[src/mem_pkg.sv]
// shared types for the memory access unit
// width typedefs, operation enum and funct3 load/store codes

package mem_pkg;

    typedef logic [31:0] word_t;    // data word, store data and load result
    typedef logic [31:0] addr_t;    // byte address from the core
    typedef logic [3:0]  byte_en_t; // one write enable per lane
    typedef logic [2:0]  funct3_t;  // riscv width/sign field

    // funct3 codes shared by loads and stores
    localparam funct3_t f3_byte   = 3'd0; // lb / sb
    localparam funct3_t f3_half   = 3'd1; // lh / sh
    localparam funct3_t f3_word   = 3'd2; // lw / sw
    localparam funct3_t f3_byte_u = 3'd4; // lbu
    localparam funct3_t f3_half_u = 3'd5; // lhu

    typedef enum logic [1:0] {
        op_fetch, // instruction fetch, full word
        op_load,  // data load, width from funct3
        op_store  // data store, width from funct3
    } mem_op_t;

endpackage

[src/mem_req_if.sv]
// request/result channel between the core port and the access handler
// four-phase req/ack with the payload held while req is high

`timescale 1ns/1ps

interface mem_req_if ();
    import mem_pkg::*;

    logic    req;    // request phase
    mem_op_t op;
    funct3_t funct3;
    addr_t   addr;   // byte address
    word_t   wdata;  // store data, lane 0 aligned
    logic    ack;    // response phase
    word_t   rdata;  // fetched word or extended load
    logic    err;    // misaligned or out of range

    modport requester (
        output req,
        output op,
        output funct3,
        output addr,
        output wdata,
        input  ack,
        input  rdata,
        input  err
    );

    modport handler (
        input  req,
        input  op,
        input  funct3,
        input  addr,
        input  wdata,
        output ack,
        output rdata,
        output err
    );

endinterface

[src/ram_bus_if.sv]
// word-wide ram access channel with byte enables
// four-phase req/ack, word_addr width follows the ram size

`timescale 1ns/1ps

interface ram_bus_if #(
    parameter int ram_addr_bits = 8
) ();
    import mem_pkg::*;

    logic                     req;
    logic                     we;        // write when set, read otherwise
    byte_en_t                 be;        // lanes to write
    logic [ram_addr_bits-1:0] word_addr;
    word_t                    wdata;     // already shifted into its lanes
    logic                     ack;
    word_t                    rdata;     // whole word at word_addr

    modport master (
        output req,
        output we,
        output be,
        output word_addr,
        output wdata,
        input  ack,
        input  rdata
    );

    modport ram (
        input  req,
        input  we,
        input  be,
        input  word_addr,
        input  wdata,
        output ack,
        output rdata
    );

endinterface

[src/access_handler.sv]
// access handler FSM of the memory unit
// alignment and range check, store lane placement and byte enables,
// load lane extraction with sign or zero extension

`timescale 1ns/1ps

module access_handler #(
    parameter int ram_addr_bits = 8
) (
    input  logic       clk,
    input  logic       nrst,
    mem_req_if.handler acc,
    ram_bus_if.master  ram
);
    import mem_pkg::*;

    typedef enum logic [1:0] {
        st_idle,
        st_ram_wait,
        st_respond,
        st_release
    } state_t;

    state_t     state;
    logic [1:0] lane;
    logic       is_half;
    logic       is_word;
    logic       misaligned;
    logic       out_of_range;
    logic       accept;
    addr_t      addr_hi;
    byte_en_t   be_next;
    word_t      wdata_next;
    word_t      lane_data;
    word_t      load_data;
    word_t      resp_data;

    assign lane    = acc.addr[1:0];
    assign is_word = (acc.op == op_fetch) || acc.funct3[1]; // fetch is a word access
    assign is_half = (acc.op != op_fetch) && (acc.funct3[1:0] == 2'b01);

    assign misaligned   = (is_half && lane[0]) || (is_word && (lane != 2'b00));
    assign addr_hi      = acc.addr >> (ram_addr_bits + 2); // bits above the ram
    assign out_of_range = (addr_hi != '0);
    assign accept       = !misaligned && !out_of_range;

    always_comb begin
        if (is_word) begin
            be_next = 4'b1111;
        end else if (is_half) begin
            be_next = 4'b0011 << lane;
        end else begin
            be_next = 4'b0001 << lane;
        end
    end

    assign wdata_next = acc.wdata << {lane, 3'b000}; // move into addressed lane
    assign lane_data  = ram.rdata >> {lane, 3'b000}; // addressed lane down to bit 0

    always_comb begin
        case (acc.funct3)
            f3_byte:   load_data = {{24{lane_data[7]}}, lane_data[7:0]};
            f3_half:   load_data = {{16{lane_data[15]}}, lane_data[15:0]};
            f3_byte_u: load_data = {24'b0, lane_data[7:0]};
            f3_half_u: load_data = {16'b0, lane_data[15:0]};
            f3_word:   load_data = ram.rdata;
            default:   load_data = ram.rdata;
        endcase
    end

    always_comb begin
        case (acc.op)
            op_load:  resp_data = load_data;
            op_fetch: resp_data = ram.rdata; // instruction word as stored
            default:  resp_data = '0;        // stores return nothing
        endcase
    end

    always_ff @(posedge clk or negedge nrst) begin
        if (!nrst) begin
            state   <= st_idle;
            acc.ack <= 1'b0;
            acc.err <= 1'b0;
            ram.req <= 1'b0;
        end else begin
            case (state)
                st_idle: begin
                    if (acc.req && accept) begin
                        ram.req <= 1'b1;
                        state   <= st_ram_wait;
                    end else if (acc.req) begin
                        acc.ack <= 1'b1; // reject at once, ram untouched
                        acc.err <= 1'b1;
                        state   <= st_respond;
                    end
                end
                st_ram_wait: begin
                    if (ram.ack) begin
                        ram.req <= 1'b0;
                        acc.ack <= 1'b1;
                        state   <= st_respond;
                    end
                end
                st_respond: begin
                    if (!acc.req) begin
                        acc.ack <= 1'b0;
                        acc.err <= 1'b0;
                        state   <= st_release;
                    end
                end
                st_release: begin
                    // ram must finish its own phase 4 first
                    if (!ram.ack) begin
                        state <= st_idle;
                    end
                end
                default: state <= st_idle;
            endcase
        end
    end

    always_ff @(posedge clk) begin
        if ((state == st_idle) && acc.req) begin
            ram.we        <= (acc.op == op_store);
            ram.be        <= (acc.op == op_store) ? be_next : 4'b0000;
            ram.word_addr <= acc.addr[ram_addr_bits+1:2];
            ram.wdata     <= wdata_next;
            acc.rdata     <= '0;
        end else if ((state == st_ram_wait) && ram.ack) begin
            acc.rdata <= resp_data;
        end
    end

endmodule

[src/flat_wrapper.sv]
// flat-port wrapper written by rule: the top's interface ports become plain ports
module access_handler_flat import mem_pkg::*;
#(
    parameter int ram_addr_bits = 8
)
  (clk, nrst, acc_req, acc_op, acc_funct3, acc_addr, acc_wdata, acc_ack, acc_rdata, acc_err, ram_req, ram_we, ram_be, ram_word_addr, ram_wdata, ram_ack, ram_rdata);
  mem_req_if acc_i ();
  ram_bus_if #(.ram_addr_bits(ram_addr_bits)) ram_i ();
  input  logic clk;
  input  logic nrst;
  input wire logic [$bits(acc_i.req)-1:0] acc_req;
  input wire logic [$bits(acc_i.op)-1:0] acc_op;
  input wire logic [$bits(acc_i.funct3)-1:0] acc_funct3;
  input wire logic [$bits(acc_i.addr)-1:0] acc_addr;
  input wire logic [$bits(acc_i.wdata)-1:0] acc_wdata;
  output wire logic [$bits(acc_i.ack)-1:0] acc_ack;
  output wire logic [$bits(acc_i.rdata)-1:0] acc_rdata;
  output wire logic [$bits(acc_i.err)-1:0] acc_err;
  output wire logic [$bits(ram_i.req)-1:0] ram_req;
  output wire logic [$bits(ram_i.we)-1:0] ram_we;
  output wire logic [$bits(ram_i.be)-1:0] ram_be;
  output wire logic [$bits(ram_i.word_addr)-1:0] ram_word_addr;
  output wire logic [$bits(ram_i.wdata)-1:0] ram_wdata;
  input wire logic [$bits(ram_i.ack)-1:0] ram_ack;
  input wire logic [$bits(ram_i.rdata)-1:0] ram_rdata;
  assign acc_i.req = acc_req;
  assign acc_i.op = acc_op;
  assign acc_i.funct3 = acc_funct3;
  assign acc_i.addr = acc_addr;
  assign acc_i.wdata = acc_wdata;
  assign acc_ack = acc_i.ack;
  assign acc_rdata = acc_i.rdata;
  assign acc_err = acc_i.err;
  assign ram_req = ram_i.req;
  assign ram_we = ram_i.we;
  assign ram_be = ram_i.be;
  assign ram_word_addr = ram_i.word_addr;
  assign ram_wdata = ram_i.wdata;
  assign ram_i.ack = ram_ack;
  assign ram_i.rdata = ram_rdata;
  access_handler #(.ram_addr_bits(ram_addr_bits)) u_core (.clk(clk), .nrst(nrst), .acc(acc_i), .ram(ram_i));
endmodule
[config.mk]
export PLATFORM = sky130hd
export DESIGN_NAME = access_handler_flat
export DESIGN_NICKNAME = d
export VERILOG_FILES = /design/src/mem_pkg.sv /design/src/mem_req_if.sv /design/src/ram_bus_if.sv /design/src/access_handler.sv /design/src/flat_wrapper.sv
export SDC_FILE = /design/constraint.sdc
export NUM_CORES = 1
export LEC_CHECK = 0
export BUFFER_PORTS_ARGS = -buffer_cell sky130_fd_sc_hd__buf_2
export CAP_MARGIN = 20
export CORE_UTILIZATION = 47
export CTS_CLUSTER_DIAMETER = 120
export DETAILED_ROUTE_END_ITERATION = 6
export PLACE_DENSITY = 0.8
export RECOVER_POWER = 25
export SLEW_MARGIN = 15
export SYNTH_ARGS = -nofsm -noshare
export SYNTH_HDL_FRONTEND = slang
export SYNTH_SLANG_ARGS = --single-unit
[constraint.sdc]
create_clock -name clk -period 3.2 [get_ports clk]
set_input_delay 0.32 -clock clk [delete_from_list [all_inputs] [get_ports clk]]
set_output_delay 0.32 -clock clk [all_outputs]
set_load 0.03 [all_outputs]
[Yosys cells after proc, flatten, opt, wreduce, memory -nomap -nowiden]
Cells that the tools add are included.
Word-level totals
  flip-flop bits (word level): 82
  bits of input ports: 105
  output and inout port bits: 80
  word-level logic and storage cells: 72
Cells by class
  eq/ne operators: 16
  shifts and indexed selects: 4
  muxes and demuxes: 19
  reductions and logical operators: 24
Operators by type and width (count)
  32-bit one-hot mux with 4 select lines: 1
  32-bit one-hot mux with 2 select lines: 1
  32-bit nonzero test: 1
  32-bit by 5-bit left shift with 32-bit output: 1
  32-bit by 5-bit >> shifter with 16-bit output: 1
  2-bit 2-to-1 mux: 5
  2-bit inequality test, second input constant: 5
  4-bit 2-to-1 mux: 2
  2-bit one-hot mux with 4 select lines: 1
  4-bit AND reduction: 2
  2-bit nonzero test: 4
  1-bit logical AND: 7
  2-bit by 1-bit equality test with 1-bit output, second input constant: 3
  2-bit equality test, second input constant: 3
  3-bit equality test, second input constant: 2
  1-bit 2-to-1 mux: 6
  5-bit AND reduction: 1
  2-bit zero test: 2
  1-bit one-hot mux with 2 select lines: 2
  1-bit by 2-bit left shift with 4-bit output, first input constant: 1
  2-bit by 2-bit left shift with 4-bit output, first input constant: 1
  3-bit by 1-bit equality test with 1-bit output, second input constant: 1
  3-bit zero test: 1
  3-bit by 2-bit inequality test with 1-bit output, second input constant: 1
  6 further kinds: 8

[Logic depth before layout (Yosys ltp)]
Gate-level depths: netlist of run 1.
  depth in word-level cells: 9
  depth in mapped cells: 8

[Least setup slack after synthesis of run 1]
No wires, ideal clock.
  kind: reg2reg
  start: reg u_core.state[0]
  end: reg u_core.acc.ack
  library setup time: 0.125 ns
  data arrival time: 2.589 ns
  data required time: 3.075 ns
  slack: 0.487 ns
  stages on the path, launching flop included: 9
  path through: dfrtp_1 inv_1 ha_1 nand2_1 buf_2 clkinv_1 o31ai_1 o31ai_1 mux2_2
Between the ends
  word-level cells in the longest chain between the ends: 3
RTL lines
  start: declaration: line access_handler.sv:24  | state_t state;
  start signal: assignment: line access_handler.sv:81  | state <= st_idle;
  start signal: assignment: line access_handler.sv:90  | state <= st_ram_wait;
  start signal: assignment: line access_handler.sv:94  | state <= st_respond;
  2-bit by 1-bit equality test with 1-bit output (tied with other cells): line access_handler.sv:86  | case (state)
  2-bit inequality test (no line) or 3-bit nonzero test (tied branches)
  5-bit AND reduction (no line)
  end signal: assignment: line access_handler.sv:82  | acc.ack <= 1'b0;
  end signal: assignment: line access_handler.sv:92  | acc.ack <= 1'b1;
  end signal: assignment: line access_handler.sv:100  | acc.ack <= 1'b1;
  end: declaration: line mem_req_if.sv:35  | output ack,
Parallel ways exist; a longest one is shown, timed or not.
A chain may end at the register's enable or synchronous reset.

[Worst setup path in the final report of run 1]
  start: in acc_addr[0]
  end: reg u_core.acc.rdata[28]
Between the ends
  word-level cells in the longest chain between the ends: 3
RTL lines
  start: declaration: line flat_wrapper.sv:14  | input wire logic [$bits(acc_i.addr)-1:0] acc_addr;
  32-bit by 5-bit >> shifter with 16-bit output: line access_handler.sv:58  | assign lane_data = ram.rdata >> {lane, 3'b000};
  32-bit one-hot mux with 4 select lines: line access_handler.sv:61  | case (acc.funct3)
  32-bit one-hot mux with 2 select lines: line access_handler.sv:72  | case (acc.op)
  end signal: assignment: line access_handler.sv:130  | acc.rdata <= resp_data;
  end: declaration: line mem_req_if.sv:36  | output rdata,
No other way between the ends.

==> results.toml, run 1 <==
[timing]
setup_viol = 0
post-route-min-period_ns = 2.519
drv_slew = 31
fin_skew_ns = 0.009744
setup_tns_ns = 0
min_period_over_period = 0.7872
hold_ws_ns = 0.1353
slew_headroom = -0.05616
rsz0062_at_grt = "false"
fmax_mhz = 397.0
hold_violations = 0
worst_pin_slew_ns = 1.584
fin_ws_ns = 0.6809

[detailed_routing]
vias = 3951
post_drt_wl_per_cell_um = 16.98
drt_iter0_drc = 207
wirelength_mm = 11.72
routed_via_density = 5.726
drt_pass1_iterations = 4
drc = 0
ant_nets = 0

[global_route]
grt_util_met3 = 0.05687
top_usage_layer = "met2"
grt_antenna_before_repair = 0
grt_pass1_wl_mm = 17.80
grt.total_usage = 0.2580
grt_pass1_vias = 3654
overflow = 0
gr-usage-met2 = 0.4250
grt_max_degree = 53
use_met1 = 0.3285

[synthesis]
synth_edf_count = 45
yosys_warnings = 0
synthDistinctLibCells = 48
ys_async_sr_fraction = 0.06098
syn_nets = 515
avgSynthCellArea_um2 = 10.19
synth_top_flop_cell = "edfxtp_1"
syn_inst = 405
seq_area_frac_synth = 0.5127
netlist_area_um2 = 4129
yosys_register_bits = 82

[layout]
multi_input_area_um2 = 1813
area_growth_pct = 26.88
final_cells = 690
final_cell_mix = "buf_2, edfxtp_1, o21ai_0"
post-route-util = 0.6281
fillers = 737
nets = 690
antenna_cells = 0
design_area_um2 = 5239
layout_commonest_cell = "buf_2"
drive_gt1_frac = 0.3231
seq_area_um2 = 2117

[critical_path]
crit_fanout = 25
setup.worst_path.end_class = "flop"
startpoint_type = "primary input"
required_ns = 3.42
path_class = "in2reg"
worstPathArrival_ns = 2.74

[floorplan]
num_rows = 33
core_area_um2 = 8341
die_area_um2 = 9164
die_y_um = 95.73
io_pins = 185
die_x_um = 95.73
start_util = 0.4950

[run_status]
status = "finished, violations left"
violations = "capacitance limit, slew limit"

[clocking]
cts_hold_buf = 1
cts.sink_count = 82
ctsLongestPathBuffers = 2
clkTransAtPathRegs_ns = 0.09
clk_latency_ns = 0.35
cts_tree = "yes"
postCtsSetupBuffers = 0
htreeDepth = 3
cts_buffers = 9
cts_resized = 0
cts-root-buf = "clkbuf_8"

[placement]
hpwl_mm = 8.602
dp_cells = 673
dpl_cell_area_um2 = 5102
port_buffers = 184
post-place-ws_ns = 0.9464
gp_congestion = 0.8708

[min_path]
hold_path_class = "in2reg"

[pwr]
finalPower_mw = 3.523
peakVddDrop_mv = 0.3803
pwr_density_cell_nw_per_um2 = 672.4
power_leakage_nw = 2.271

[job]
max-cap-violations = 1
-- layer usage --
metal  share of wire  vias to the layer above
li1                -                     1856
met1            0.42                     1857
met2            0.47                      215
met3           0.090                       23
met4           0.023                        0
met5               0                        -
-- cell usage after synthesis (3+ instances only) --
cell | instances | area (µm²)
edfxtp_1 | 45 | 1351
o21ai_0 | 38 | 190.2
nand2_1 | 36 | 135.1
a21oi_1 | 32 | 160.2
dfxtp_1 | 32 | 640.6
mux2i_1 | 28 | 280.3
nor2_1 | 23 | 86.33
clkbuf_1 | 17 | 63.81
inv_1 | 15 | 56.30
nor2b_1 | 14 | 87.58
and2_1 | 12 | 75.07
a211oi_1 | 9 | 67.56
a221oi_1 | 8 | 70.07
mux2_2 | 8 | 90.09
nand3_1 | 8 | 40.04
o221ai_1 | 7 | 61.31
a22o_1 | 6 | 52.55
buf_2 | 6 | 30.03
dfrtp_1 | 5 | 125.1
ha_1 | 5 | 62.56
nor4_1 | 5 | 31.28
a22oi_1 | 4 | 30.03
a31oi_1 | 4 | 25.02
buf_4 | 4 | 30.03
nand2b_1 | 4 | 25.02
a32oi_1 | 3 | 26.28
nor3_1 | 3 | 15.01
-- power breakdown --
part	internal, mW	switching (mW)	leakage (nW)
sequential	1.39	0.103	0.750
clock	0.284	0.387	0.0843
combinational	0.398	0.959	1.44
total	2.07	1.45	2.27
-- final cells by class --
class	count	area share
flip-flops and latches	82	0.4041
multi-input cells	278	0.3461
repair buffers	193	0.1808
well taps	105	0.02508
clock buffers	10	0.02436
inverters	16	0.01146
clock inverters	6	0.008120
-- critical path, cell delays in order --
cell and delay (ns):
buf_2 0.14, clkbuf_1 1.06, nand2b_1 0.45, o221ai_2 0.21, a31oi_4 0.43, a21oi_1 0.12
-- final timing paths --
| path | start | depth (start not counted) | end | slack [ns] |
|---|---|---|---|---|
| min in group asynchronous | nrst | 2 | u_core.ram.req$_DFFE_PN0P_ | 0.36 |
| worst min register to register | u_core.acc.rdata[13]$_SDFFE_PP0P_ | 2 | u_core.acc.rdata[13]$_SDFFE_PP0P_ | 0.47 |
| max in group asynchronous | nrst | 2 | u_core.state[1]$_DFFE_PN0P_ | 2.60 |
| worst max-delay path | acc_addr[0] | 6 | u_core.acc.rdata[28]$_SDFFE_PP0P_ | 0.68 |
| worst max register to register | u_core.state[1]$_DFFE_PN0P_ | 5 | u_core.acc.rdata[15]$_SDFFE_PP0P_ | 1.03 |
| worst min-delay path | acc_addr[3] | 1 | u_core.ram.word_addr[1]$_DFFE_PP_ | 0.14 |
-- flip-flops by register name (all words and copies together) (netlist names) --
signal and cells:
u_core.ram.we 1, u_core.acc.err 1, u_core.ram.req 1, u_core.state 2, u_core.ram.be 4, u_core.ram.word_addr 8
u_core.ram.wdata 32, u_core.acc.ack 1, u_core.acc.rdata 32
-- logic make-up after synthesis --
| family | Yosys count | synth area share |
|---|---|---|
| multiplexers | 37 | 0.09515 |
| buffers and inverters | 45 | 0.04818 |
| flip-flops | 82 | 0.5127 |
| adder cells (fa/ha/maj) | 5 | 0.01515 |
| AO/OA/AOI/OAI | 127 | 0.2024 |
| AND/OR/NAND/NOR | 109 | 0.1264 |
Note: power is estimated with default switching activity, not from simulation.
==> inputs of run 2 (changes only) <==
Settings changed: CORE_UTILIZATION 47 to 43, PLACE_DENSITY 0.8 to 0.77.
Clock period 3.2 ns to 2.14 ns, I/O delays scaled along.
==> run 2 against run 1 <==
The run now ends clean. Clock skew increased by 0.0042 ns. Setup slack worse by 0.54 ns. Routed wire length decreased by 0.74%. Count of clock-buffer cells in the layout stayed put. Core utilization shrank 4.7 points. Die area grew 9.1%. Combinational power is 53% higher. Via count down 0.43%. Register-to-register slack got worse by 0.89 ns. Total power up 58%. Sequential share of layout area down 1.2 points. Cell area rose by 3.0%. Critical path type is now reg2reg. Largest cell class unchanged.
==> results.toml, run 2 (synthesized netlist as in run 1, its figures left out) <==
[run_status]
status = "completed"

[global_route]
grt_antenna_before_repair = 0
grt_max_degree = 57
grt_pass1_wl_mm = 18.26
grt.total_usage = 0.2327
grt_pass1_vias = 3828
overflow = 0

[critical_path]
crit_family = "flip-flops"
worst-path-buf-inv = 2
r2r-start = "u_core.state[0]$_DFFE_PN0P_"
cp.depth = 7
path_cells = "inv_1 > ha_1 > nand2_1 > clkinv_4 > o31ai_1 > o31ai_1 > mux2_2"
reg2reg_to = "u_core.acc.ack$_DFFE_PN0P_"
r2r_cells = 7
setup.worst_path.end_class = "flop"
required_ns = 2.38
cpMostUsedCell = "o31ai_1"
startpoint_type = "flop"
rrSetupSlack_ns = 0.14
path_class = "reg2reg"
worstPathArrival_ns = 2.24
slowest_stage = "dfrtp_1"
cpPeakStageDelay_ns = 0.43
crit_fanout = 17

[placement]
dpl_cell_area_um2 = 5192
gp_congestion = 0.8539
dp_cells = 701
hpwl_mm = 8.589
post-place-ws_ns = 0.2098
port_buffers = 184

[floorplan]
die_area_um2 = 9998
num_rows = 35
core_area_um2 = 9284
start_util = 0.4447
io_pins = 185
die_y_um = 99.99
die_x_um = 99.99

[layout]
drive_gt1_frac = 0.3531
reg_top3 = "u_core.acc.rdata: 32 flops, u_core.ram.wdata: 32 flops, u_core.ram.word_addr: 8 flops"
fillers = 853
layout_commonest_cell = "buf_2"
final_cells = 718
final_cell_mix = "buf_2, edfxtp_1, o21ai_0"
design_area_um2 = 5395
nets = 694
area_growth_pct = 30.67
antenna_cells = 0

[timing]
fmax_mhz = 500.7
setup_tns_ns = 0
post-route-min-period_ns = 1.997
fin_ws_ns = 0.1426
rsz0062_at_grt = "false"
fin_skew_ns = 0.01398
worst_pin_slew_ns = 1.075
hold_violations = 0
drv_slew = 0
slew_headroom = 0.2836
setup_viol = 0
min_period_over_period = 0.9334

[pwr]
p_sw_mw = 2.166
clkPwrFrac = 0.225
internal-power_mw = 3.386
power_leakage_nw = 2.374
comb_power_share = 0.374
pwr_density_cell_nw_per_um2 = 1029
p_seq_frac = 0.401
finalPower_mw = 5.552
peakVddDrop_mv = 0.4812
switching_share = 0.3901

[detailed_routing]
drc = 0
post_drt_wl_per_cell_um = 16.20
wirelength_mm = 11.63
vias = 3934
routed_via_density = 5.479
drt_pass1_iterations = 4
drt_iter0_drc = 200
ant_nets = 0

[clocking]
cts_tree = "yes"
htreeDepth = 3
cts.sink_count = 82
clkTransAtPathRegs_ns = 0.09
clk_latency_ns = 0.35
ctsLongestPathBuffers = 2
cts_resized = 0
cts-root-buf = "clkbuf_8"
cts_buffers = 9

[min_path]
min_delay_worst_endpoint = "u_core.ram.word_addr[3]$_DFFE_PP_"
min_delay_path_depth = 1
min_from = "acc_addr[5]"
hold_path_class = "in2reg"

[job]
max-cap-violations = 0
run 2: routing by layer:
layer  share of wire  track usage
met5               0            0
met4           0.022      0.09588
met3           0.082      0.04457
met2            0.48       0.4064
met1            0.41       0.2823
run 2: worst max-delay path by stage:
| stage | start | end | slack (ns) |
|---|---|---|---|
| final | u_core.state[0]$_DFFE_PN0P_ | u_core.acc.ack$_DFFE_PN0P_ | 0.14 |
| after global routing | u_core.state[0]$_DFFE_PN0P_ | u_core.acc.ack$_DFFE_PN0P_ | 0.03 |
| after CTS | u_core.state[0]$_DFFE_PN0P_ | u_core.acc.ack$_DFFE_PN0P_ | 0.20 |
| after detailed placement | u_core.state[0]$_DFFE_PN0P_ | u_core.acc.ack$_DFFE_PN0P_ | 0.21 |
| after global placement | u_core.state[0]$_DFFE_PN0P_ | u_core.acc.ack$_DFFE_PN0P_ | 0.32 |
| after floorplan | u_core.state[0]$_DFFE_PN0P_ | u_core.acc.ack$_DFFE_PN0P_ | 0.12 |
run 2: worst register-to-register path, stage by stage (launching register included):
cell and delay (ns):
dfrtp_1 0.43, inv_1 0.10, ha_1 0.27, nand2_1 0.15, clkinv_4 0.17, o31ai_1 0.10
o31ai_1 0.28, mux2_2 0.38
run 2: cell type report:
| cell class | count | area (µm²) | share of cell area |
|---|---|---|---|
| Clock buffer | 10 | 127.6 | 0.02365 |
| Inverter | 16 | 65.06 | 0.01206 |
| Tap cell | 129 | 161.4 | 0.02992 |
| Sequential cell | 82 | 2117 | 0.3924 |
| Multi-Input combinational cell | 278 | 1813 | 0.3360 |
| Clock inverter | 6 | 90.09 | 0.01670 |
| Timing Repair Buffer | 197 | 1021 | 0.1892 |
run 2: what timing repair did:
action	in CTS	in global routing
setup endpoints to repair	0	0
buffers inserted	0	0
endpoints found under the hold margin	5	0
hold buffers	1	0
run 2: through the flow:
step             util  hold WS, ns
3_5_place_dp   0.5593      0.03721
3_3_place_gp   0.5593      0.03484
6_report       0.5811      0.03943
2_1_floorplan       -     -0.08159
5_1_grt        0.5811      0.02131
4_1_cts        0.5838      0.01937
run 2: power groups by stage:
stage	sequential, mW	combinational (mW)	clock [mW]
2_1_floorplan	2.91	0.752	0
5_1_grt	2.27	2.25	1.32
4_1_cts	2.23	2.09	1.28
6_report	2.23	2.08	1.25
3_3_place_gp	2.25	2.03	0
3_5_place_dp	2.26	2.09	0
